`src/design/dsp16_ctrl_pkg.sv`:
```
////////////////////////////////////////
// Shared definitions for the DSP16 control unit:
// instruction field widths, T opcode codes and the
// packed control structs on the module ports.
// Reference everything by scoped name.
////////////////////////////////////////
package dsp16_ctrl_pkg;

    localparam int instr_w = 16;

    typedef logic [4:0] t_field_t;  // Bits 15:11

    // T codes of the kept groups
    localparam t_field_t op_goto_ja   = 5'b00000;  // Also 5'b00001
    localparam t_field_t op_short_imm = 5'b00010;  // Also 5'b00011
    localparam t_field_t op_call_ja   = 5'b10000;  // Also 5'b10001
    localparam t_field_t op_goto_b    = 5'b11000;
    localparam t_field_t op_at_r      = 5'b01000;
    localparam t_field_t op_r_a0      = 5'b01001;
    localparam t_field_t op_r_a1      = 5'b01011;
    localparam t_field_t op_r_imm     = 5'b01010;
    localparam t_field_t op_r_ram     = 5'b01111;
    localparam t_field_t op_ram_r     = 5'b01100;
    localparam t_field_t op_con_skip  = 5'b11010;
    localparam t_field_t op_do        = 5'b01110;

    localparam logic [2:0] iret_code = 3'd1;  // goto B sub-code in bits 10:8

    // Post-modify of the Y pointer
    typedef enum logic [1:0] {
        dec  = 2'd0,
        hold = 2'd1,
        inc  = 2'd2
    } inc_sel_t;

    // Destination unit of a register load
    typedef enum logic [2:0] {
        yaau = 3'd0,
        xaau = 3'd1,
        dau  = 3'd2
    } dest_t;

    typedef struct packed {
        logic goto_ja;
        logic goto_b;
        logic call_ja;
        logic pc_halt;
        logic con_check;
    } flow_ctrl_t;

    typedef struct packed {
        logic     post_load;
        logic     ram_we;
        inc_sel_t inc_sel;
        logic     step_sel;
        logic     ksel;
        logic [1:0] y_field;
    } yaau_ctrl_t;

    typedef struct packed {
        logic yaau_imm;
        logic xaau_imm;
        logic dau_imm;
        logic yaau_ram;
        logic xaau_ram;
        logic dau_ram;
        logic yaau_acc;
        logic xaau_acc;
        logic dau_acc;
        logic short_load;
    } load_ctrl_t;

    typedef struct packed {
        t_field_t    t_field;
        logic [2:0]  r_field;
        logic [2:0]  rsel;
        logic [1:0]  a_field;
        logic [4:0]  c_field;
        logic [8:0]  short_imm;
        logic [11:0] i_field;
        logic [15:0] long_imm;
    } instr_fields_t;

endpackage

```
`src/design/ctrl_decode.sv`:
```
////////////////////////////////////////
// Registered instruction decoder.
// Turns each ROM word into flow, Y address and load
// strobes, adds the second cycle of two-cycle words
// and loop boundaries, and flags bad opcodes.
////////////////////////////////////////
module ctrl_decode #(
    parameter int ni_w = 4,
    parameter int k_w  = 7
) (
    input  logic                               clk,
    input  logic                               rst,
    input  logic                               cen,
    input  logic [dsp16_ctrl_pkg::instr_w-1:0] instr,
    input  logic                               con_result,
    input  logic                               irq_take,
    input  logic                               do_busy,
    input  logic                               do_first_end,
    input  logic                               do_out,
    output dsp16_ctrl_pkg::instr_fields_t      fields,
    output dsp16_ctrl_pkg::flow_ctrl_t         flow,
    output dsp16_ctrl_pkg::yaau_ctrl_t         yaau,
    output dsp16_ctrl_pkg::load_ctrl_t         load,
    output logic                               do_load,
    output logic                               do_redo,
    output logic [ni_w-1:0]                    do_ni,
    output logic [k_w-1:0]                     do_k,
    output logic                               double,
    output logic                               iret_seen,
    output logic                               irq_start,
    output logic                               fault
);

    dsp16_ctrl_pkg::t_field_t t;
    dsp16_ctrl_pkg::t_field_t t_key;
    dsp16_ctrl_pkg::inc_sel_t inc_pre;
    logic                     step_pre;
    logic                     con_ok;
    logic                     is_iret;
    logic [2:0]               dest_r;  // {dau, xaau, yaau}
    logic [2:0]               dest_a;

    function automatic logic [2:0] dest_hit(input logic [2:0] code);
        logic [2:0] hit;
        hit[0] = code == dsp16_ctrl_pkg::yaau;
        hit[1] = code == dsp16_ctrl_pkg::xaau;
        hit[2] = code == dsp16_ctrl_pkg::dau;
        return hit;
    endfunction

    assign t = instr[15:11];
    // Goto, short imm and call don't care about bit 11
    assign t_key = (t[4:1] == dsp16_ctrl_pkg::op_goto_ja[4:1] ||
                    t[4:1] == dsp16_ctrl_pkg::op_short_imm[4:1] ||
                    t[4:1] == dsp16_ctrl_pkg::op_call_ja[4:1]) ? {t[4:1], 1'b0} : t;

    assign con_ok    = !flow.con_check || con_result;  // Skip result of previous word
    assign is_iret   = instr[10:8] == dsp16_ctrl_pkg::iret_code;
    assign iret_seen = !double && !irq_take && t == dsp16_ctrl_pkg::op_goto_b && is_iret;
    assign dest_r    = dest_hit(instr[9:7]);
    assign dest_a    = dest_hit({1'b0, instr[8:7]});

    // Post-modify from the low two bits
    always_comb begin
        step_pre = 1'b0;
        case (instr[1:0])
            2'd0: inc_pre = dsp16_ctrl_pkg::hold;  // *rN
            2'd1: inc_pre = dsp16_ctrl_pkg::inc;   // *rN++
            2'd2: inc_pre = dsp16_ctrl_pkg::dec;   // *rN--
            default: begin                         // *rN++j
                inc_pre  = dsp16_ctrl_pkg::hold;
                step_pre = 1'b1;
            end
        endcase
    end

    always_ff @(posedge clk or posedge rst) begin
        if (rst) begin
            fields    <= '0;
            flow      <= '0;
            yaau      <= '0;
            load      <= '0;
            do_load   <= 1'b0;
            do_redo   <= 1'b0;
            do_ni     <= '0;
            do_k      <= '0;
            double    <= 1'b0;
            irq_start <= 1'b0;
            fault     <= 1'b0;
        end else if (cen) begin
            fields.long_imm <= instr;  // Valid in the second cycle of R=imm
            flow      <= '0;
            yaau      <= '0;
            load      <= '0;
            do_load   <= 1'b0;
            double    <= 1'b0;
            irq_start <= 1'b0;

            if (!double) begin
                fields.t_field   <= t;
                fields.r_field   <= instr[6:4];
                fields.rsel      <= instr[8:6];
                fields.a_field   <= 2'd0;
                fields.c_field   <= instr[4:0];
                fields.short_imm <= instr[8:0];
                fields.i_field   <= instr[11:0];

                if (irq_take) begin  // Jump to the vector instead of this word
                    flow.goto_ja <= 1'b1;
                    flow.pc_halt <= 1'b1;
                    double       <= 1'b1;
                    irq_start    <= 1'b1;
                end else begin
                    case (t_key)
                        dsp16_ctrl_pkg::op_goto_ja: begin
                            flow.goto_ja <= con_ok;
                            flow.pc_halt <= 1'b1;
                            double       <= 1'b1;
                            if (do_busy) fault <= 1'b1;
                        end
                        dsp16_ctrl_pkg::op_call_ja: begin
                            flow.call_ja <= con_ok;
                            flow.pc_halt <= 1'b1;
                            double       <= 1'b1;
                            if (do_busy) fault <= 1'b1;
                        end
                        dsp16_ctrl_pkg::op_goto_b: begin
                            flow.goto_b  <= con_ok || is_iret;  // iret never skipped
                            flow.pc_halt <= 1'b1;
                            double       <= 1'b1;
                            if (do_busy) fault <= 1'b1;
                        end
                        dsp16_ctrl_pkg::op_short_imm: begin
                            load.short_load <= 1'b1;
                            fields.r_field  <= instr[11:9] ^ 3'b100;
                        end
                        dsp16_ctrl_pkg::op_at_r: begin
                            fields.a_field <= {1'b0, instr[10]};  // Target accumulator
                            flow.pc_halt   <= 1'b1;
                            double         <= 1'b1;
                        end
                        dsp16_ctrl_pkg::op_r_a0, dsp16_ctrl_pkg::op_r_a1: begin
                            fields.a_field <= {1'b1, instr[12]};
                            load.yaau_acc  <= dest_a[0];
                            load.xaau_acc  <= dest_a[1];
                            load.dau_acc   <= dest_a[2];
                            flow.pc_halt   <= 1'b1;
                            double         <= 1'b1;
                            if (dest_a == 3'd0) fault <= 1'b1;  // Port destinations
                        end
                        dsp16_ctrl_pkg::op_r_imm: begin
                            load.yaau_imm <= dest_r[0];
                            load.xaau_imm <= dest_r[1];
                            load.dau_imm  <= dest_r[2];
                            double        <= 1'b1;  // PC moves on to the immediate
                            if (dest_r == 3'd0 || do_busy) fault <= 1'b1;
                        end
                        dsp16_ctrl_pkg::op_r_ram, dsp16_ctrl_pkg::op_ram_r: begin
                            if (t == dsp16_ctrl_pkg::op_r_ram) begin
                                load.yaau_ram <= dest_r[0];
                                load.xaau_ram <= dest_r[1];
                                load.dau_ram  <= dest_r[2];
                                if (dest_r == 3'd0) fault <= 1'b1;
                            end
                            yaau.ram_we    <= t == dsp16_ctrl_pkg::op_ram_r;
                            yaau.post_load <= 1'b1;
                            yaau.inc_sel   <= inc_pre;
                            yaau.step_sel  <= step_pre;
                            yaau.ksel      <= 1'b0;  // j step only
                            yaau.y_field   <= instr[3:2];
                            flow.pc_halt   <= 1'b1;
                            double         <= 1'b1;
                        end
                        dsp16_ctrl_pkg::op_con_skip: begin
                            if (!instr[10]) flow.con_check <= 1'b1;
                            else fault <= 1'b1;  // icall form
                        end
                        dsp16_ctrl_pkg::op_do: begin
                            do_load <= 1'b1;
                            do_k    <= k_w'(instr[6:0]);
                            if (instr[10:7] == 4'd0) begin  // redo
                                do_redo      <= 1'b1;
                                flow.pc_halt <= 1'b1;
                                double       <= 1'b1;
                            end else begin
                                do_redo <= 1'b0;
                                do_ni   <= ni_w'(instr[10:7] - 4'd1);
                            end
                        end
                        default: fault <= 1'b1;
                    endcase
                end
            end

            // Extra cycle at the end of the first pass and of the whole loop
            if (do_first_end || do_out) begin
                flow.pc_halt <= 1'b1;
                double       <= 1'b1;
                if (do_out) do_redo <= 1'b0;
            end
        end
    end

endmodule

```
`src/design/ctrl_do_loop.sv`:
```
////////////////////////////////////////
// DO/REDO counter. Tracks the body index and the
// remaining passes, and flags the end of the first
// pass and the last instruction of the loop.
////////////////////////////////////////
module ctrl_do_loop #(
    parameter int ni_w = 4,
    parameter int k_w  = 7
) (
    input  logic            clk,
    input  logic            rst,
    input  logic            cen,
    input  logic            do_load,
    input  logic            do_redo,
    input  logic [ni_w-1:0] do_ni,   // Body length minus one
    input  logic [k_w-1:0]  do_k,
    input  logic            double,
    output logic [ni_w-1:0] do_pc,
    output logic            do_start,
    output logic            do_busy,
    output logic            do_first_end,
    output logic            do_out
);

    logic [ni_w-1:0] idx;
    logic [k_w-1:0]  k_cnt;
    logic            pass_end;
    logic            short_body;

    assign pass_end   = idx == do_ni;
    assign short_body = !do_redo && do_ni == '0;  // One-word body ends on load
    assign do_busy    = k_cnt != '0;
    assign do_pc      = idx;

    assign do_first_end = !double && !do_redo &&
                          (do_load ? short_body : do_busy && pass_end && k_cnt == do_k);
    assign do_out       = !double && do_busy && pass_end && k_cnt == k_w'(1);
    assign do_start     = do_first_end || (do_redo && do_load);

    always_ff @(posedge clk or posedge rst) begin
        if (rst) begin
            idx   <= '0;
            k_cnt <= '0;
        end else if (cen) begin
            if (do_load) begin
                // DO body word 0 is decoded in the load cycle
                idx   <= (do_redo || short_body) ? '0 : ni_w'(1);
                k_cnt <= short_body ? do_k - k_w'(1) : do_k;
            end else if (!double && do_busy) begin
                idx <= pass_end ? '0 : idx + ni_w'(1);
                if (pass_end) k_cnt <= k_cnt - k_w'(1);
            end
        end
    end

endmodule

```
`src/design/ctrl_irq.sv`:
```
////////////////////////////////////////
// Interrupt acceptance. Takes irq on a safe word
// outside a loop, holds iack through the handler
// and drops it after iret and one safe word.
////////////////////////////////////////
module ctrl_irq (
    input  logic                               clk,
    input  logic                               rst,
    input  logic                               cen,
    input  logic [dsp16_ctrl_pkg::instr_w-1:0] instr,
    input  logic                               irq,
    input  logic                               iret_seen,
    input  logic                               double,
    input  logic                               do_busy,
    output logic                               irq_take,
    output logic                               iack
);

    dsp16_ctrl_pkg::t_field_t t;
    logic                     irq_ok;
    logic                     clr_pend;  // iret decoded, waiting for a safe word

    assign t = instr[15:11];

    // Branches, skips and DO must not be replaced by the vector jump
    assign irq_ok = !(t[4:1] == dsp16_ctrl_pkg::op_goto_ja[4:1] ||
                      t[4:1] == dsp16_ctrl_pkg::op_call_ja[4:1] ||
                      t == dsp16_ctrl_pkg::op_goto_b ||
                      t == dsp16_ctrl_pkg::op_con_skip ||
                      t == dsp16_ctrl_pkg::op_do);

    assign irq_take = irq && irq_ok && !iack && !double && !do_busy;

    always_ff @(posedge clk or posedge rst) begin
        if (rst) begin
            iack     <= 1'b0;
            clr_pend <= 1'b0;
        end else if (cen && !double) begin
            if (irq_take) begin
                iack     <= 1'b1;
                clr_pend <= 1'b0;
            end else if (iret_seen) begin
                clr_pend <= 1'b1;
            end else if (irq_ok && clr_pend) begin
                iack     <= 1'b0;
                clr_pend <= 1'b0;
            end
        end
    end

endmodule

```
`src/design/dsp16_ctrl.sv`:
```
////////////////////////////////////////
// DSP16 control unit top level.
// Takes one ROM word per cen cycle and gives
// registered strobes and fields one cen cycle later.
////////////////////////////////////////
module dsp16_ctrl #(
    parameter int ni_w = 4,  // Loop body length
    parameter int k_w  = 7   // Repeat count
) (
    input  logic                                 clk,
    input  logic                                 rst,
    input  logic                                 cen,
    input  logic [dsp16_ctrl_pkg::instr_w-1:0]   instr,
    input  logic                                 con_result,
    input  logic                                 irq,
    output dsp16_ctrl_pkg::instr_fields_t        fields,
    output dsp16_ctrl_pkg::flow_ctrl_t           flow,
    output dsp16_ctrl_pkg::yaau_ctrl_t           yaau,
    output dsp16_ctrl_pkg::load_ctrl_t           load,
    output logic [ni_w-1:0]                      do_pc,
    output logic                                 do_start,
    output logic                                 do_out,
    output logic                                 do_redo,
    output logic                                 irq_start,
    output logic                                 iack,
    output logic                                 fault
);

    logic            irq_take;
    logic            iret_seen;
    logic            double;
    logic            do_load;
    logic            do_busy;
    logic            do_first_end;
    logic [ni_w-1:0] do_ni;
    logic [k_w-1:0]  do_k;

    ctrl_decode #(.ni_w(ni_w), .k_w(k_w)) decode_i (
        .clk, .rst, .cen, .instr, .con_result,
        .irq_take, .do_busy, .do_first_end, .do_out,
        .fields, .flow, .yaau, .load,
        .do_load, .do_redo, .do_ni, .do_k,
        .double, .iret_seen, .irq_start, .fault
    );

    ctrl_do_loop #(.ni_w(ni_w), .k_w(k_w)) do_loop_i (
        .clk, .rst, .cen,
        .do_load, .do_redo, .do_ni, .do_k, .double,
        .do_pc, .do_start, .do_busy, .do_first_end, .do_out
    );

    ctrl_irq irq_i (
        .clk, .rst, .cen, .instr, .irq,
        .iret_seen, .double, .do_busy,
        .irq_take, .iack
    );

endmodule

```
`config.mk`:
```
export PLATFORM = sky130hd
export DESIGN_NAME = dsp16_ctrl
export DESIGN_NICKNAME = d
export VERILOG_FILES = /design/src/design/dsp16_ctrl_pkg.sv /design/src/design/ctrl_decode.sv /design/src/design/ctrl_do_loop.sv /design/src/design/ctrl_irq.sv /design/src/design/dsp16_ctrl.sv
export SDC_FILE = /design/constraint.sdc
export NUM_CORES = 1
export LEC_CHECK = 0
export BUFFER_PORTS_ARGS = -buffer_cell sky130_fd_sc_hd__buf_2
export CORE_MARGIN = 1.5
export CORE_UTILIZATION = 58
export CTS_CLUSTER_DIAMETER = 30
export DETAILED_ROUTE_END_ITERATION = 10
export PLACE_DENSITY = 0.85
export SLEW_MARGIN = 40
export SYNTH_ARGS = -nofsm -noshare
export SYNTH_HDL_FRONTEND = slang
export SYNTH_SLANG_ARGS = --single-unit
```
`constraint.sdc`:
```
create_clock -name clk -period 5.1 [get_ports clk]
set_input_delay 1.02 -clock clk [delete_from_list [all_inputs] [get_ports clk]]
set_output_delay 1.02 -clock clk [all_outputs]
set_load 0.02 [all_outputs]
```
Word level (Yosys, flattened, before mapping)
Cells that the tools add are included.
Operators by class
  add/subtract/negate cells: 4
  eq/ne operators: 35
  muxes and demuxes: 65
  bitwise logic cells: 5
  reductions and logical operators: 66
Operator list (count)
  equality test 5 x 4 -> 1 bit (second input constant): 10
  two-way mux 1 bit: 39
  two-way mux 7 bit: 4
  equality test 5 bit (second input constant): 5
  two-way mux 8 bit: 3
  two-way mux 10 bit: 2
  logical AND 1 bit: 18
  two-way mux 3 bit: 6
  subtractor 7 x 1 -> 7 bit (second input constant): 2
  logical NOT 4 bit: 3
  logical OR 1 bit: 12
  two-way mux 4 bit: 3
  inequality test 2 x 1 -> 1 bit (second input constant): 6
  AND reduction 10 bit: 1
  logical NOT 3 bit: 3
  OR reduction 3 bit: 3
  OR reduction 9 bit: 1
  one-hot mux 2 bit (2 select lines): 2
  OR reduction 8 bit: 1
  equality test 7 x 1 -> 1 bit (second input constant): 1
  equality test 7 bit: 1
  logical NOT 1 bit: 7
  nonzero test 7 bit: 1
  equality test 3 x 1 -> 1 bit (second input constant): 2
  other kinds (24): 39
Storage, ports and cells
  flip-flop bits (word level): 107
  input port bits: 21
  output and inout bits: 88
  word-level logic and storage cells: 215

Depth between registers and ports, before layout
Gate-level depths: netlist of run 1.
  depth after elaboration: 16
  depth in mapped cells: 8
  gate-level depth less buffers: 7

Hierarchy
From an unflattened synthesis of run 1, not the netlist that was laid out.
Unflattened totals
  cell total of the unflattened synthesis: 450
  area, all modules: 4672.0 µm²
Modules (own cells, without submodules)
  ctrl_decode: times used 1, cells an instance 299, area an instance 3388.2 µm², seq. area each 1876.8 µm²
  ctrl_do_loop: times used 1, cells an instance 131, area an instance 1122.3 µm², seq. area each 275.3 µm²
  ctrl_irq: times used 1, cells an instance 20, area an instance 161.4 µm², seq. area each 50.0 µm²

Least setup slack after synthesis of run 1
OpenSTA, ideal clock, no wires.
  path type: register to output
  from: register do_loop_i.k_cnt[0]
  to: output port do_start
  data arrival time: 1.887 ns
  slack: 2.193 ns
  stages on the path, launching flop included: 8
  buffers on the path: 0
  cells stage by stage: dfrtp_1 > inv_1 > ha_1 > or3b_1 > nor2_1 > or4_1 > o21ai_0 > o21a_1
On the way
  word-level cells in the longest chain between the ends: 6
Ends and longest elaborated chain
  from (decl): line ctrl_do_loop.sv:26  | logic [k_w-1:0] k_cnt;
  from (signal assigned): line ctrl_do_loop.sv:48  | k_cnt <= short_body ? do_k - k_w'(1) : do_k;
  from (signal assigned): line ctrl_do_loop.sv:51  | if (pass_end) k_cnt <= k_cnt - k_w'(1);
  nonzero test 7 bit: line ctrl_do_loop.sv:32  | assign do_busy = k_cnt != '0;
  logical AND 1 bit: line ctrl_do_loop.sv:36  | (do_load ? short_body : do_busy && pass_end && k_cnt == do_k);
  logical AND 1 bit *: line ctrl_do_loop.sv:36
  two-way mux 1 bit *: line ctrl_do_loop.sv:36
  logical AND 1 bit *: line ctrl_do_loop.sv:35  | assign do_first_end = !double && !do_redo &&
  logical OR 1 bit *: line ctrl_do_loop.sv:38  | assign do_start = do_first_end || (do_redo && do_load);
  to (decl): line dsp16_ctrl.sv:21  | output logic do_start,
Mark *: on every way between the ends. The rest lies on a longest branch, timed or not.

Final worst setup path of run 1
Same ends and word-level chain as after synthesis.

==> results of run 1 <==
==> worst reg2reg max path: stages, from the launching register on <==
cell,delay (ps)
sky130_fd_sc_hd__dfrtp_1,460
sky130_fd_sc_hd__inv_1,150
sky130_fd_sc_hd__ha_1,180
sky130_fd_sc_hd__or3b_1,440
sky130_fd_sc_hd__or4b_4,560
sky130_fd_sc_hd__o31ai_1,360
sky130_fd_sc_hd__nor3_2,200
sky130_fd_sc_hd__a32o_1,290
==> synthesized netlist by cell type (all sizes together), types with 2 or more instances <==
library cell,instances
dfrtp,88
nand2,62
buf,24
mux2,24
clkbuf,23
o21ai,21
nor2,18
a22o,17
xnor2,17
nor3,14
a21oi,12
ha,12
inv,12
nand2b,8
nor3b,6
or4,6
mux2i,5
nand3,5
nor2b,5
a21o,4
a22oi,4
a32o,4
nor4,4
nor4b,4
o2bb2ai,4
nand3b,3
o21a,3
or3,3
or3b,3
a31oi,2
a41oi,2
and3,2
nand4,2
o2111ai,2
o211ai,2
o21bai,2
o22a,2
o31ai,2
or2,2
xor2,2
==> sequential cells by signal (all words and copies together), names as in the netlist <==
signal / cells
do_loop_i.do_pc: 4
decode_i.fault: 1
decode_i.do_ni: 4
decode_i.fields: 37
irq_i.clr_pend: 1
do_loop_i.k_cnt: 7
decode_i.double: 1
decode_i.do_redo: 1
decode_i.yaau: 7
decode_i.irq_start: 1
decode_i.flow: 5
decode_i.do_k: 7
decode_i.do_load: 1
irq_i.iack: 1
decode_i.load: 10
==> per-layer routing <==
layer  share of wire (%)  global-route usage, %  up-vias
li1                    -                      -     1744
met1                  42                  36.79     1840
met2                  49                  43.70      198
met3                 7.8                  3.234       19
met4                 1.4                  8.718        0
met5                   0                      0        -
==> stage by stage <==
| stage | cells | util, % | setup slack (ps) | total power, W |
|---|---|---|---|---|
| finish | 635 | 68.05 | 1430 | 0.002143 |
| global route | 635 | 68.05 | 1269 | 0.002263 |
| CTS | 635 | 67.97 | 1443 | 0.002150 |
| detailed placement | 619 | 65.48 | 1654 | 0.001690 |
| global placement | 619 | 65.45 | 1750 | 0.001664 |
| floorplan | 453 | - | 1801 | 0.001506 |
==> how the worst max path moves through the flow <==
| stage | from | depth (start not counted) | end | slack, ps |
|---|---|---|---|---|
| 2_1_floorplan | rst | 1 | decode_i.do_k[0] | 1800 |
| 3_3_place_gp | cen | 5 | decode_i.do_k[6] | 1750 |
| 3_5_place_dp | cen | 8 | decode_i.load[6] | 1650 |
| 4_1_cts | do_loop_i.k_cnt[0] | 8 | do_start | 1440 |
| 5_1_grt | do_loop_i.k_cnt[0] | 8 | do_start | 1270 |
| 6_report | do_loop_i.k_cnt[0] | 8 | do_start | 1430 |
==> layout make-up <==
cell class	instances	area [um2]	share of cell area [%]
inverters	13	51.30	0.9755
clock inverters	5	41.29	0.7852
repair buffers	111	565.5	10.75
multi-input cells	305	2120	40.30
clock buffers	11	151.4	2.879
well taps	102	127.6	2.427
flip-flops and latches	88	2202	41.87
==> logic make-up (layout without fill, tap and decap cells) <==
logic type,Yosys count,after routing,synth area share [%]
AND/OR/NAND/NOR,149,149,16.84
AO/OA/AOI/OAI,95,95,15.05
flip-flops,88,88,47.74
buffers and inverters,60,140,6.482
multiplexers,29,29,6.943
XOR/XNOR,19,19,3.607
adder cells (fa/ha/maj),12,12,3.255
other,1,1,0.08129
==> power breakdown <==
group,switching (W),internal [W]
Clock,0.000255,0.000206
Combinational,0.000441,0.000287
Sequential,0.000138,0.000815
==> flow_results.org, run 1 <==
** Outcome
- Outcome :: completed

** Layout
- Area added between synthesis and finish :: 14.00%
- Leaving out fill and tap cells, the most frequent cell in the layout is sky130_fd_sc_hd__buf_2.
- The post-route netlist has between 30% and 40% of its cells at a drive strength greater than 1.
- # fillers :: 608
- Post-route cell area :: ~5300 um2
- Ant diodes :: 0
- Net total in the final layout :: ~560
- Leaving out fill and tap cells, the most frequent cells in the layout are sky130_fd_sc_hd__buf_2 (107), sky130_fd_sc_hd__dfrtp_1 (88), sky130_fd_sc_hd__nand2_1 (62).

** Synthesis
- FF+latch count, synth :: between 80 and 90
- Cell taking the most area after synthesis :: sky130_fd_sc_hd__dfrtp_1
- Of the post-synthesis cell area, the dominant cell type holds approximately 48%.
- The cell count after synthesis came out at between 400 and 500.
- By area the synthesized netlist is led by sky130_fd_sc_hd__dfrtp_1 (48%), sky130_fd_sc_hd__mux2_2 (5.9%), sky130_fd_sc_hd__nand2_1 (5.0%), sky130_fd_sc_hd__ha_1 (3.3%), sky130_fd_sc_hd__a22o_1 (3.2%).
- For this run, the register share of the synthesized area comes to between 40 and 50%.
- Yosys mapped a number of flops with a built-in enable equal to 0.
- Netlist area before placement :: ~4600 um2
- Post-synth top flop :: sky130_fd_sc_hd__dfrtp_1
- Yosys mapped the design onto 66 distinct sky130hd cell types.
- Post-synthesis average cell area :: around 10 um2
- Yosys synthesis warning count :: 0
- When the netlist entered floorplanning its net count stood at between 400 and 500.
- For this run, asynchronously set or reset flops after synthesis account for between 90% and 100%.

** Placement
- DP HPWL :: 7973 um
- Input and output buffers added on the ports amount to 107.
- Summing all placed instances gives a cell area of 5060 um2.
- Routability-driven placement finished with a final weighted congestion of ~0.86.

** Clock network
- Clock Sinks :: slightly below 90
- Inserted Clock Buffers :: 9
- CTS root buffer :: sky130_fd_sc_hd__clkbuf_8
- Clock-pin slew was measured on the worst setup and hold paths at 90 ps.
- Number of buffers inserted by hold repair at cts :: 0
- CTS tree :: yes
- Post-cts repair resize count :: 0
- The H-tree was split into 3 levels.
- Post-CTS setup buffers :: 0
- Clock network latency to the later pin of the worst-skew pair :: 360 ps
- In this run the deepest clock path goes through 2 buffers.

** Power and ir drop
- Peak supply drop :: ~0.21 mV
- The analysis attributes to cell leakage a power of 2.562 nW.
- Cell Pwr Density :: 407.6 nW/um2

** Min path
- Capture endpoint of the worst hold path :: decode_i.fields[43]
- Counting instances, the worst hold path has a depth of 1.
- Hold/Removal Path Class :: reg -> reg
- Hold wc startpoint :: decode_i.fields[43]

** Setup path
- The startpoint identified for the worst register-to-register timing path is do_loop_i.k_cnt[0].
- Arrival time at the worst endpoint :: between 2000 and 3000 ps
- Critical path start-end classification :: reg -> out
- Of all nets on the critical path, the largest fanout is 8.
- Sum of buffers and inverters on the critical path :: 2
- STA puts the critical path data required time at 4080 ps.
- STA classifies the critical path startpoint as a flip-flop.
- Largest stage delay on the critical path :: about 600 ps
- Worst r2r dst :: decode_i.load[5]
- Cell family with most CP delay :: simple AND/OR/NAND/NOR gates
- Setup slack on the worst reg-to-reg path comes out at between 2000 and 2500 ps.
- Cell with the largest stage delay on the worst path :: sky130_fd_sc_hd__or4_1
- For the worst flop-to-flop path, the logic depth is 7.
- Traced cell by cell, the critical path runs through inv_1 -> ha_1 -> or3b_1 -> nor2_1 -> or4_1 -> o21ai_0 -> o21a_1 -> buf_2.
- Worst Setup End Kind :: output port

** Routing
- For this block, the via count after detailed routing is 3801.
- Dividing the detail-routed wire length by the instance count gives between 15 and 20 um.
- Post-DR vias/cell :: 5.986
- Post-DRT Antenna Nets :: 0
- Summed over all layers, the routed wires come to between 10000 and 15000 um.
- Pre-Repair DR Iteration Count :: 5
- After the first detailed-routing iteration, the DRC count stood at 275.
- Drt drc :: 0

** Timing
- Across the routed clock network, the largest skew measured is 9.560 ps.
- Total negative setup slack :: 0 ps
- Final slew viol count :: 0
- Transition time at the pin with the least slew margin :: 712.4 ps
- Setup repair after global routing missed its margin :: false
- Setup violations remaining at the end of the flow were counted as 0.
- Shortest clock period the worst path allows after layout :: between 3000 and 4000 ps
- Headroom to the max-slew limit came out at a little over half.
- Max frequency :: 0.2724 GHz
- Final hold vios :: 0
- Hold Worst Slack :: roughly 480 ps
- Of the available clock period, the critical path in the final layout requires about 70%.

** Job
- The tool flagged a number of max-cap violations equal to 0.

** Floorplan
- Die X-Extent :: 92.19 um
- Cell Rows :: 32
- Initial core utilization :: between 50 and 60%
- Core Footprint :: approximately 7700 um2
- The floorplan step set the die height to roughly 92 um.
- Num ports :: 109
- DIE AREA :: 8498 um2

** Global routing
- Entering global routing, the biggest net connects 47 pins.
- Global-route wire length before repair :: 17730 um
- The number of antenna violations at the first check in global routing came to 0.
- Number of global-route vias before repair :: 3590
- GR Util All Layers :: approximately a quarter
- Global routing finished with a remaining overflow of 0.
No activity file was read; power rests on OpenSTA's default activity.
==> run 2: changes to the inputs <==
- CORE_UTILIZATION: 58 -> 49
- PLACE_DENSITY: 0.85 -> 0.77
- clock period: 5.1 -> 3.12 ns (I/O delays scaled with it)
==> flow_results.org, run 2 (same netlist as run 1, synthesis figures left out) <==
** Clock network
- Inserted Clock Buffers :: 9 (unchanged)
- The number of sinks driven by the clock tree came to 88 (unchanged).
- Maximum clock insertion buffer count :: 2 (unchanged)
- The hold-fix buffer count after cts is 0 (unchanged).
- The latest clock arrival within the worst-skew pair is 360 ps (about the same).
- CTS root buffer :: sky130_fd_sc_hd__clkbuf_8
- TritonCTS built the clock tree.
- CTS H-Tree Depth :: 3 (unchanged)
- The post-CTS clock slew at the launch and capture registers of the worst setup and hold paths is 90 ps (about the same).

** Outcome
- The flow ran to the end, and the final reports show no timing, DRC or antenna violations.

** Power and ir drop
- The power after layout came to 0.003503 W (+63%).
- Internal power contribution :: 0.002136 W (+63%)
- The share of total power consumed by net switching was 39.03% (+0.070 points).
- The switching power is 0.001367 W (+64%).
- The relative contribution of sequential cells to total power is 44.4% (about the same).
- Clock group share of total power :: 20.5% (-1.0 points)
- Peak supply drop :: 0.3275 mV (+54%)
- The power per unit of standard cell area was 660.8 nW/um2 (+62%).
- The combinational group share of total power was 35.1% (+1.1 points).
- Pleak :: 2.585 nW (+0.88%)

** Setup path
- Worst Setup End Kind :: output port
- The data required time of the worst path came to 2500 ps (-1580 ps).
- STA classifies the critical path startpoint as a flip-flop.
- Worst r2r dst :: decode_i.load[5]
- Arrival time at the worst endpoint :: 2370 ps (-280 ps)
- Setup slack of the worst register-to-register path :: 510 ps (-1850 ps)
- Launch point of the worst reg-to-reg path :: do_loop_i.k_cnt[1]
- Critical path start-end classification :: reg -> out
- Depth of the most critical reg-to-reg path :: 7 (unchanged)
- Worst-path fanout max :: 8 (unchanged)
- The most critical setup path has its startpoint at do_loop_i.k_cnt[1].
- Termination of the worst setup path :: do_start

** Layout
- Leaving out fill and tap cells, the most frequent cell in the layout is sky130_fd_sc_hd__buf_2.
- Relative to the synthesized area, the layout overhead comes to 14.92%.
- The number of antenna cells inserted came to 0 (unchanged).
- Net total in the final layout :: 567 (+1.1%)
- Registers with the most flip-flops :: decode_i.fields (37), decode_i.load (10)
- More flip-flops sit in one register than any other, and that register is decode_i.fields.
- The flip-flop count of the largest register, all copies and words added came to 37 (unchanged).
- The top cell types in the final layout, fill and taps aside, are sky130_fd_sc_hd__buf_2 (107), sky130_fd_sc_hd__dfrtp_1 (88), sky130_fd_sc_hd__nand2_1 (62).
- Layout cell share with drive strength beyond 1 :: 31.60% (+0.45 points)

** Floorplan
- The number of core rows is 35 (+9.4%).
- DIE HEIGHT :: 100.0 um (+8.5%)
- The width of the chip was 100.0 um (+8.5%).
- The die area was 10010 um2 (+18%).
- The initial core utilization is 50.16% (-9.5 points).
- The number of top-level pins is 109 (unchanged).
- The placeable core region is 9196 um2 (+19%).

** Timing
- The slew of the pin with the lowest slew margin was 684.2 ps (-28.26 ps).
- The final number of max-transition violations is 0 (unchanged).
- Total negative setup slack :: 0 ps (unchanged)
- Worst slew margin relative to its limit :: 54.04% (+1.8 points)
- Final hold vios :: 0 (unchanged)
- After layout, the worst path uses a little over nine tenths of the clock period.
- Setup repair after global routing missed its margin :: false
- Max frequency :: about 0.33 GHz
- Subtracting the final worst setup slack from the clock period gives 2996 ps.
- The final number of setup-violating endpoints came to 0 (unchanged).
- The post-route clock skew is 12.32 ps (+2.759 ps).

** Global routing
- Largest net degree at the start of global routing :: 57 (+21%)
- Global-route wire length before repair :: 18420 um (+3.9%)
- The number of antenna violations at the first check in global routing came to 0 (unchanged).
- Number of global-route vias before repair :: 3706 (+3.2%)
- GR Util All Layers :: 23.60% (-3.0 points)
- Overflow left after global routing :: 0 (unchanged)

** Routing
- Post-DRT Antenna Nets :: 0 (unchanged)
- The number of remaining DRC errors is 0 (unchanged).
- Routed WL per cell :: 17.69 um (+0.55%)
- Post-DR vias/cell :: 5.790 (-3.3%)
- The total number of vias was 3758 (-1.1%).
- The total routed wirelength was 11480 um (+2.8%).
- The number of DRC markers after the initial detailed-route iteration was 283 (+2.9%).
- Pre-Repair DR Iteration Count :: 4 (-1)

** Placement
- Count of input and output buffers :: 107 (unchanged)
- The estimated wirelength of the detail-placed design is 8273 um (+3.8%).
- Gpl congestion :: 0.8915 (+4.0%)

** Min path
- In this run the worst hold path is classified as in -> async.

** Job
- The count of max-cap constraint violations is 0 (unchanged).
run 2: per-stage QoR:
step	hold slack [ps]	worst slack (ps)	instance area [um2]	util [%]	instances
final	303.9	123.9	5301	57.65	649
after global routing	356.0	26.63	5301	57.65	649
after CTS	318.3	7.369	5289	57.51	648
after detailed placement	462.0	364.3	5111	55.58	632
after global placement	462.5	437.4	5111	55.58	632
after floorplan	483.4	217.4	4613	-	453
run 2: repair_timing:
item / 4_1_cts / 5_1_grt
gates resized for setup: 0 / 2
cloned: 0 / 0
pin swaps: 0 / 0
buffers inserted: 1 / 1
endpoints found under the setup margin: 1 / 1
run 2: worst min-delay path by stage:
stage / slack [ps] / from / to / depth (start not counted)
5_1_grt: 360 / rst / decode_i.do_ni[0] / 2
3_5_place_dp: 460 / decode_i.fields[26] / decode_i.fields[26] / 2
3_3_place_gp: 460 / decode_i.fields[26] / decode_i.fields[26] / 2
4_1_cts: 320 / rst / decode_i.fields[7] / 2
2_1_floorplan: 480 / decode_i.do_ni[3] / decode_i.do_ni[3] / 2
6_report: 300 / rst / decode_i.fields[13] / 2
run 2: power by group through the flow:
| stage | registers (W) | clock network, W | logic, W |
|---|---|---|---|
| 4_1_cts | 0.00155 | 0.000729 | 0.00122 |
| 6_report | 0.00155 | 0.000719 | 0.00123 |
| 2_1_floorplan | 0.00167 | 0 | 0.000791 |
| 3_5_place_dp | 0.00158 | 0 | 0.00120 |
| 5_1_grt | 0.00159 | 0.000773 | 0.00135 |
| 3_3_place_gp | 0.00157 | 0 | 0.00116 |
run 2: layer usage:
layer	vias up	share of wire, %	track usage, %
met5	-	0	0
met4	0	1.2	7.259
met3	14	7.3	3.969
met2	156	49	40.14
met1	1836	42	31.03
li1	1752	-	-
run 2: cell type report:
cell class | count | area, um2
Fill cell | 813 | 3895
Multi-Input combinational cell | 305 | 2117
Sequential cell | 88 | 2202
Clock inverter | 4 | 28.78
Tap cell | 111 | 138.9
Timing Repair Buffer | 117 | 623.1
Clock buffer | 11 | 141.4
Inverter | 13 | 50.05
run 2: worst max-delay path: stages (launching register included):
cell and delay (ps):
sky130_fd_sc_hd__dfrtp_1 360, sky130_fd_sc_hd__inv_1 90, sky130_fd_sc_hd__ha_1 210, sky130_fd_sc_hd__or3b_4 260
sky130_fd_sc_hd__nor2_2 80, sky130_fd_sc_hd__or4_1 570, sky130_fd_sc_hd__o21ai_0 170, sky130_fd_sc_hd__o21a_1 130
sky130_fd_sc_hd__buf_2 150
==> run 3: changes to the inputs <==
- CORE_UTILIZATION: 49 -> 42
- PLACE_DENSITY: 0.77 -> 0.67
==> flow_results.org, run 3 (same netlist as run 1, synthesis figures left out) <==
** Outcome
- The run finished with clean final reports.

** Global routing
- The via count of the first global-routing pass was 3562 (-3.9%).
- Antenna violations before repair :: 0 (unchanged)
- GR Util All Layers :: 20.73% (-2.9 points)
- Global-route wire length before repair :: 18680 um (+1.4%)
- Overflow left after global routing :: 0 (unchanged)
- The pin count of the biggest net entering global routing is 48 (-16%).

** Layout
- Area added between synthesis and finish :: 17.06%
- The number of antenna cells inserted came to 0 (unchanged).
- The largest registers in the layout are decode_i.fields (37), decode_i.load (10).
- The non-filler instance count after layout was 680 (+4.8%).
- Register with the most flip-flops :: decode_i.fields
- Layout cell share with drive strength beyond 1 :: 32.41% (+0.81 points)
- In the layout the commonest cells are sky130_fd_sc_hd__buf_2 (107), sky130_fd_sc_hd__dfrtp_1 (88), sky130_fd_sc_hd__nand2_1 (62).
- The flip-flop count of the largest register, all copies and words added is 37 (unchanged).
- Most common cell after layout, fill and taps aside :: sky130_fd_sc_hd__buf_2
- The area of all placed cells without fillers is 5400 um2 (+1.9%).
- Net total in the final layout :: 568 (+0.18%)

** Setup path
- The slack of the worst reg-to-reg path is 400 ps (-110 ps).
- The arrival time at the worst endpoint was 2320 ps (-50 ps).
- The worst setup path is launched from a flip-flop.
- Worst Setup End Kind :: output port
- Worst endpoint required time :: 2500 ps (about the same)
- The setup path with the least slack is of type reg -> out.
- Worst-path fanout max :: 8 (unchanged)

** Routing
- Starting DRC count in detailed routing :: 218 (-23%)
- Drt drc :: 0 (unchanged)
- Met1 layer wirelength in the final routing :: 5318 um (+9.5%)
- The remaining antenna violation count was 0 (unchanged).
- Pre-Repair DR Iteration Count :: 4 (unchanged)
- The total number of vias was 3736 (-0.59%).
- Routed length on met2 :: 5440 um (-3.5%)
- The routed via count divided by cell count was 5.494 (-5.1%).
- Routed WL per cell :: 16.91 um (-4.4%)
- Top layer used by detailed routing :: met4
- The met3 wire length came to 581 um (-31%).
- Total Wirelength :: 11500 um (+0.14%)

** Timing
- Shortest clock period the worst path allows after layout :: 2948 ps (-48.34 ps)
- Max frequency :: 0.3392 GHz (+1.6%)
- Setup repair after global routing missed its margin :: false
- The final critical-path share of the clock period was 94.48% (-1.5 points).
- Hold Worst Slack :: 312.9 ps (+8.953 ps)
- Worst slew margin relative to its limit :: 44.93% (-9.1 points)
- Post-Route Skew :: 8.204 ps (-4.115 ps)
- The final number of max-transition violations is 0 (unchanged).
- The accumulated negative setup slack came to 0 ps (unchanged).
- Final hold vios :: 0 (unchanged)
- The slack of the critical path was 172.2 ps (+48.34 ps).
- Final-report setup violation count :: 0 (unchanged)
- The slew of the pin with the lowest slew margin is 821.6 ps (+137.5 ps).

** Placement
- The estimated wirelength of the detail-placed design came to 8282 um (+0.11%).
- Worst slack after detailed placement :: 399.6 ps (+35.23 ps)
- The routability congestion estimate from global placement is 0.8536 (-4.3%).
- Placed cell areas :: 5161 um2 (+0.98%)
- The instance count after placement with tap cells included was 662 (+4.7%).
- Count of input and output buffers :: 107 (unchanged)

** Clock network
- Inserted Clock Buffers :: 9 (unchanged)
- The number of sinks driven by the clock tree is 88 (unchanged).
- Clock transition at path regs :: 90 ps (about the same)
- CTS H-Tree Depth :: 3 (unchanged)
- TritonCTS built the clock tree.
- The number of buffers between clock root and the deepest sink is 2 (unchanged).
- CTS root buffer :: sky130_fd_sc_hd__clkbuf_8
- Clock network latency to the later pin of the worst-skew pair :: 350 ps (about the same)

** Floorplan
- The number of core rows was 38 (+8.6%).
- DIE AREA :: 11620 um2 (+16%)
- The initial core utilization came to 42.74% (-7.4 points).
- Die X-Extent :: 107.8 um (+7.8%)
- The placeable core region was 10790 um2 (+17%).
- The die extent in y is 107.8 um (+7.8%).
- The number of top-level pins came to 109 (unchanged).

** Power and ir drop
- The maximum VDD drop was 0.3633 mV (+11%).
- The standby leakage power was 2.614 nW (+1.1%).
- The power per unit of standard cell area is 670.6 nW/um2 (+1.5%).

** Min path
- The path class of the tightest hold or removal check is in -> async.

** Job
- The count of max-cap constraint violations was 0 (unchanged).
==> run 3: cell types whose count changed in the layout (fill, tap and decap cells not counted) <==
cell | previous run | this run
sky130_fd_sc_hd__nor4_2 | 1 | 2
sky130_fd_sc_hd__or4_4 | 1 | 2
sky130_fd_sc_hd__buf_4 | 9 | 10
sky130_fd_sc_hd__nor4_1 | 3 | 2
sky130_fd_sc_hd__clkbuf_1 | 1 | 0
sky130_fd_sc_hd__o21ai_1 | 2 | 3
sky130_fd_sc_hd__clkbuf_8 | 10 | 11
sky130_fd_sc_hd__inv_4 | 0 | 1
sky130_fd_sc_hd__or4_1 | 5 | 4
sky130_fd_sc_hd__bufinv_16 | 0 | 1
sky130_fd_sc_hd__inv_6 | 1 | 2
sky130_fd_sc_hd__o21ai_0 | 19 | 18
sky130_fd_sc_hd__clkinv_2 | 2 | 0
==> run 3: layout make-up <==
| class | instances | area, um2 |
|---|---|---|
| Multi-Input combinational cell | 305 | 2127 |
| Fill cell | 1007 | 5393 |
| Clock buffer | 11 | 151.4 |
| Tap cell | 140 | 175.2 |
| Sequential cell | 88 | 2202 |
| Inverter | 13 | 51.30 |
| Clock inverter | 5 | 62.56 |
| Timing Repair Buffer | 118 | 630.6 |
==> run 3: report_power, final <==
| part | switching [W] | internal [W] |
|---|---|---|
| logic | 0.000732 | 0.000496 |
| clock network | 0.000424 | 0.000420 |
| registers | 0.000217 | 0.00133 |
| total | 0.00137 | 0.00225 |
==> run 3: through the flow <==
stage          util (%)  total power (W)
2_1_floorplan         -         0.002462
3_3_place_gp      47.82         0.002748
3_5_place_dp      47.82         0.002776
4_1_cts           49.94         0.003646
5_1_grt           50.03         0.003840
6_report          50.03         0.003621
==> run 3: routing by layer <==
| layer | global-route usage [%] | vias to the layer above |
|---|---|---|
| met5 | 0 | - |
| met4 | 5.075 | 0 |
| met3 | 4.419 | 11 |
| met2 | 33.30 | 125 |
| met1 | 28.63 | 1842 |
| li1 | - | 1758 |
==> run 3: worst paths after layout <==
| check | start | end | depth (start not counted) |
|---|---|---|---|
| min reg2reg | decode_i.fields[52] | decode_i.fields[52] | 2 |
| max reg2reg | do_loop_i.k_cnt[1] | decode_i.load[6] | 7 |
| max in group asynchronous | rst | do_loop_i.do_pc[3] | 3 |
| min | rst | decode_i.fields[17] | 2 |
| min in group clk | decode_i.fields[52] | decode_i.fields[52] | 2 |
| max | do_loop_i.k_cnt[1] | do_start | 8 |
==> run 3: what timing repair did <==
action | 4_1_cts | 5_1_grt
endpoints found under the setup margin | 1 | 1
hold buffers | 0 | 0
buffers inserted | 2 | 0
pin swaps | 0 | 0
endpoints found under the hold margin | 0 | 0
gates resized for setup | 0 | 4
==> run 3: worst max-delay path: stages, from the launching register on <==
cell and delay [ps]:
sky130_fd_sc_hd__dfrtp_1 370, sky130_fd_sc_hd__inv_1 100, sky130_fd_sc_hd__ha_1 220, sky130_fd_sc_hd__or3b_4 260
sky130_fd_sc_hd__nor2_2 80, sky130_fd_sc_hd__or4_4 540, sky130_fd_sc_hd__o21ai_1 130, sky130_fd_sc_hd__o21a_1 130
sky130_fd_sc_hd__buf_2 160
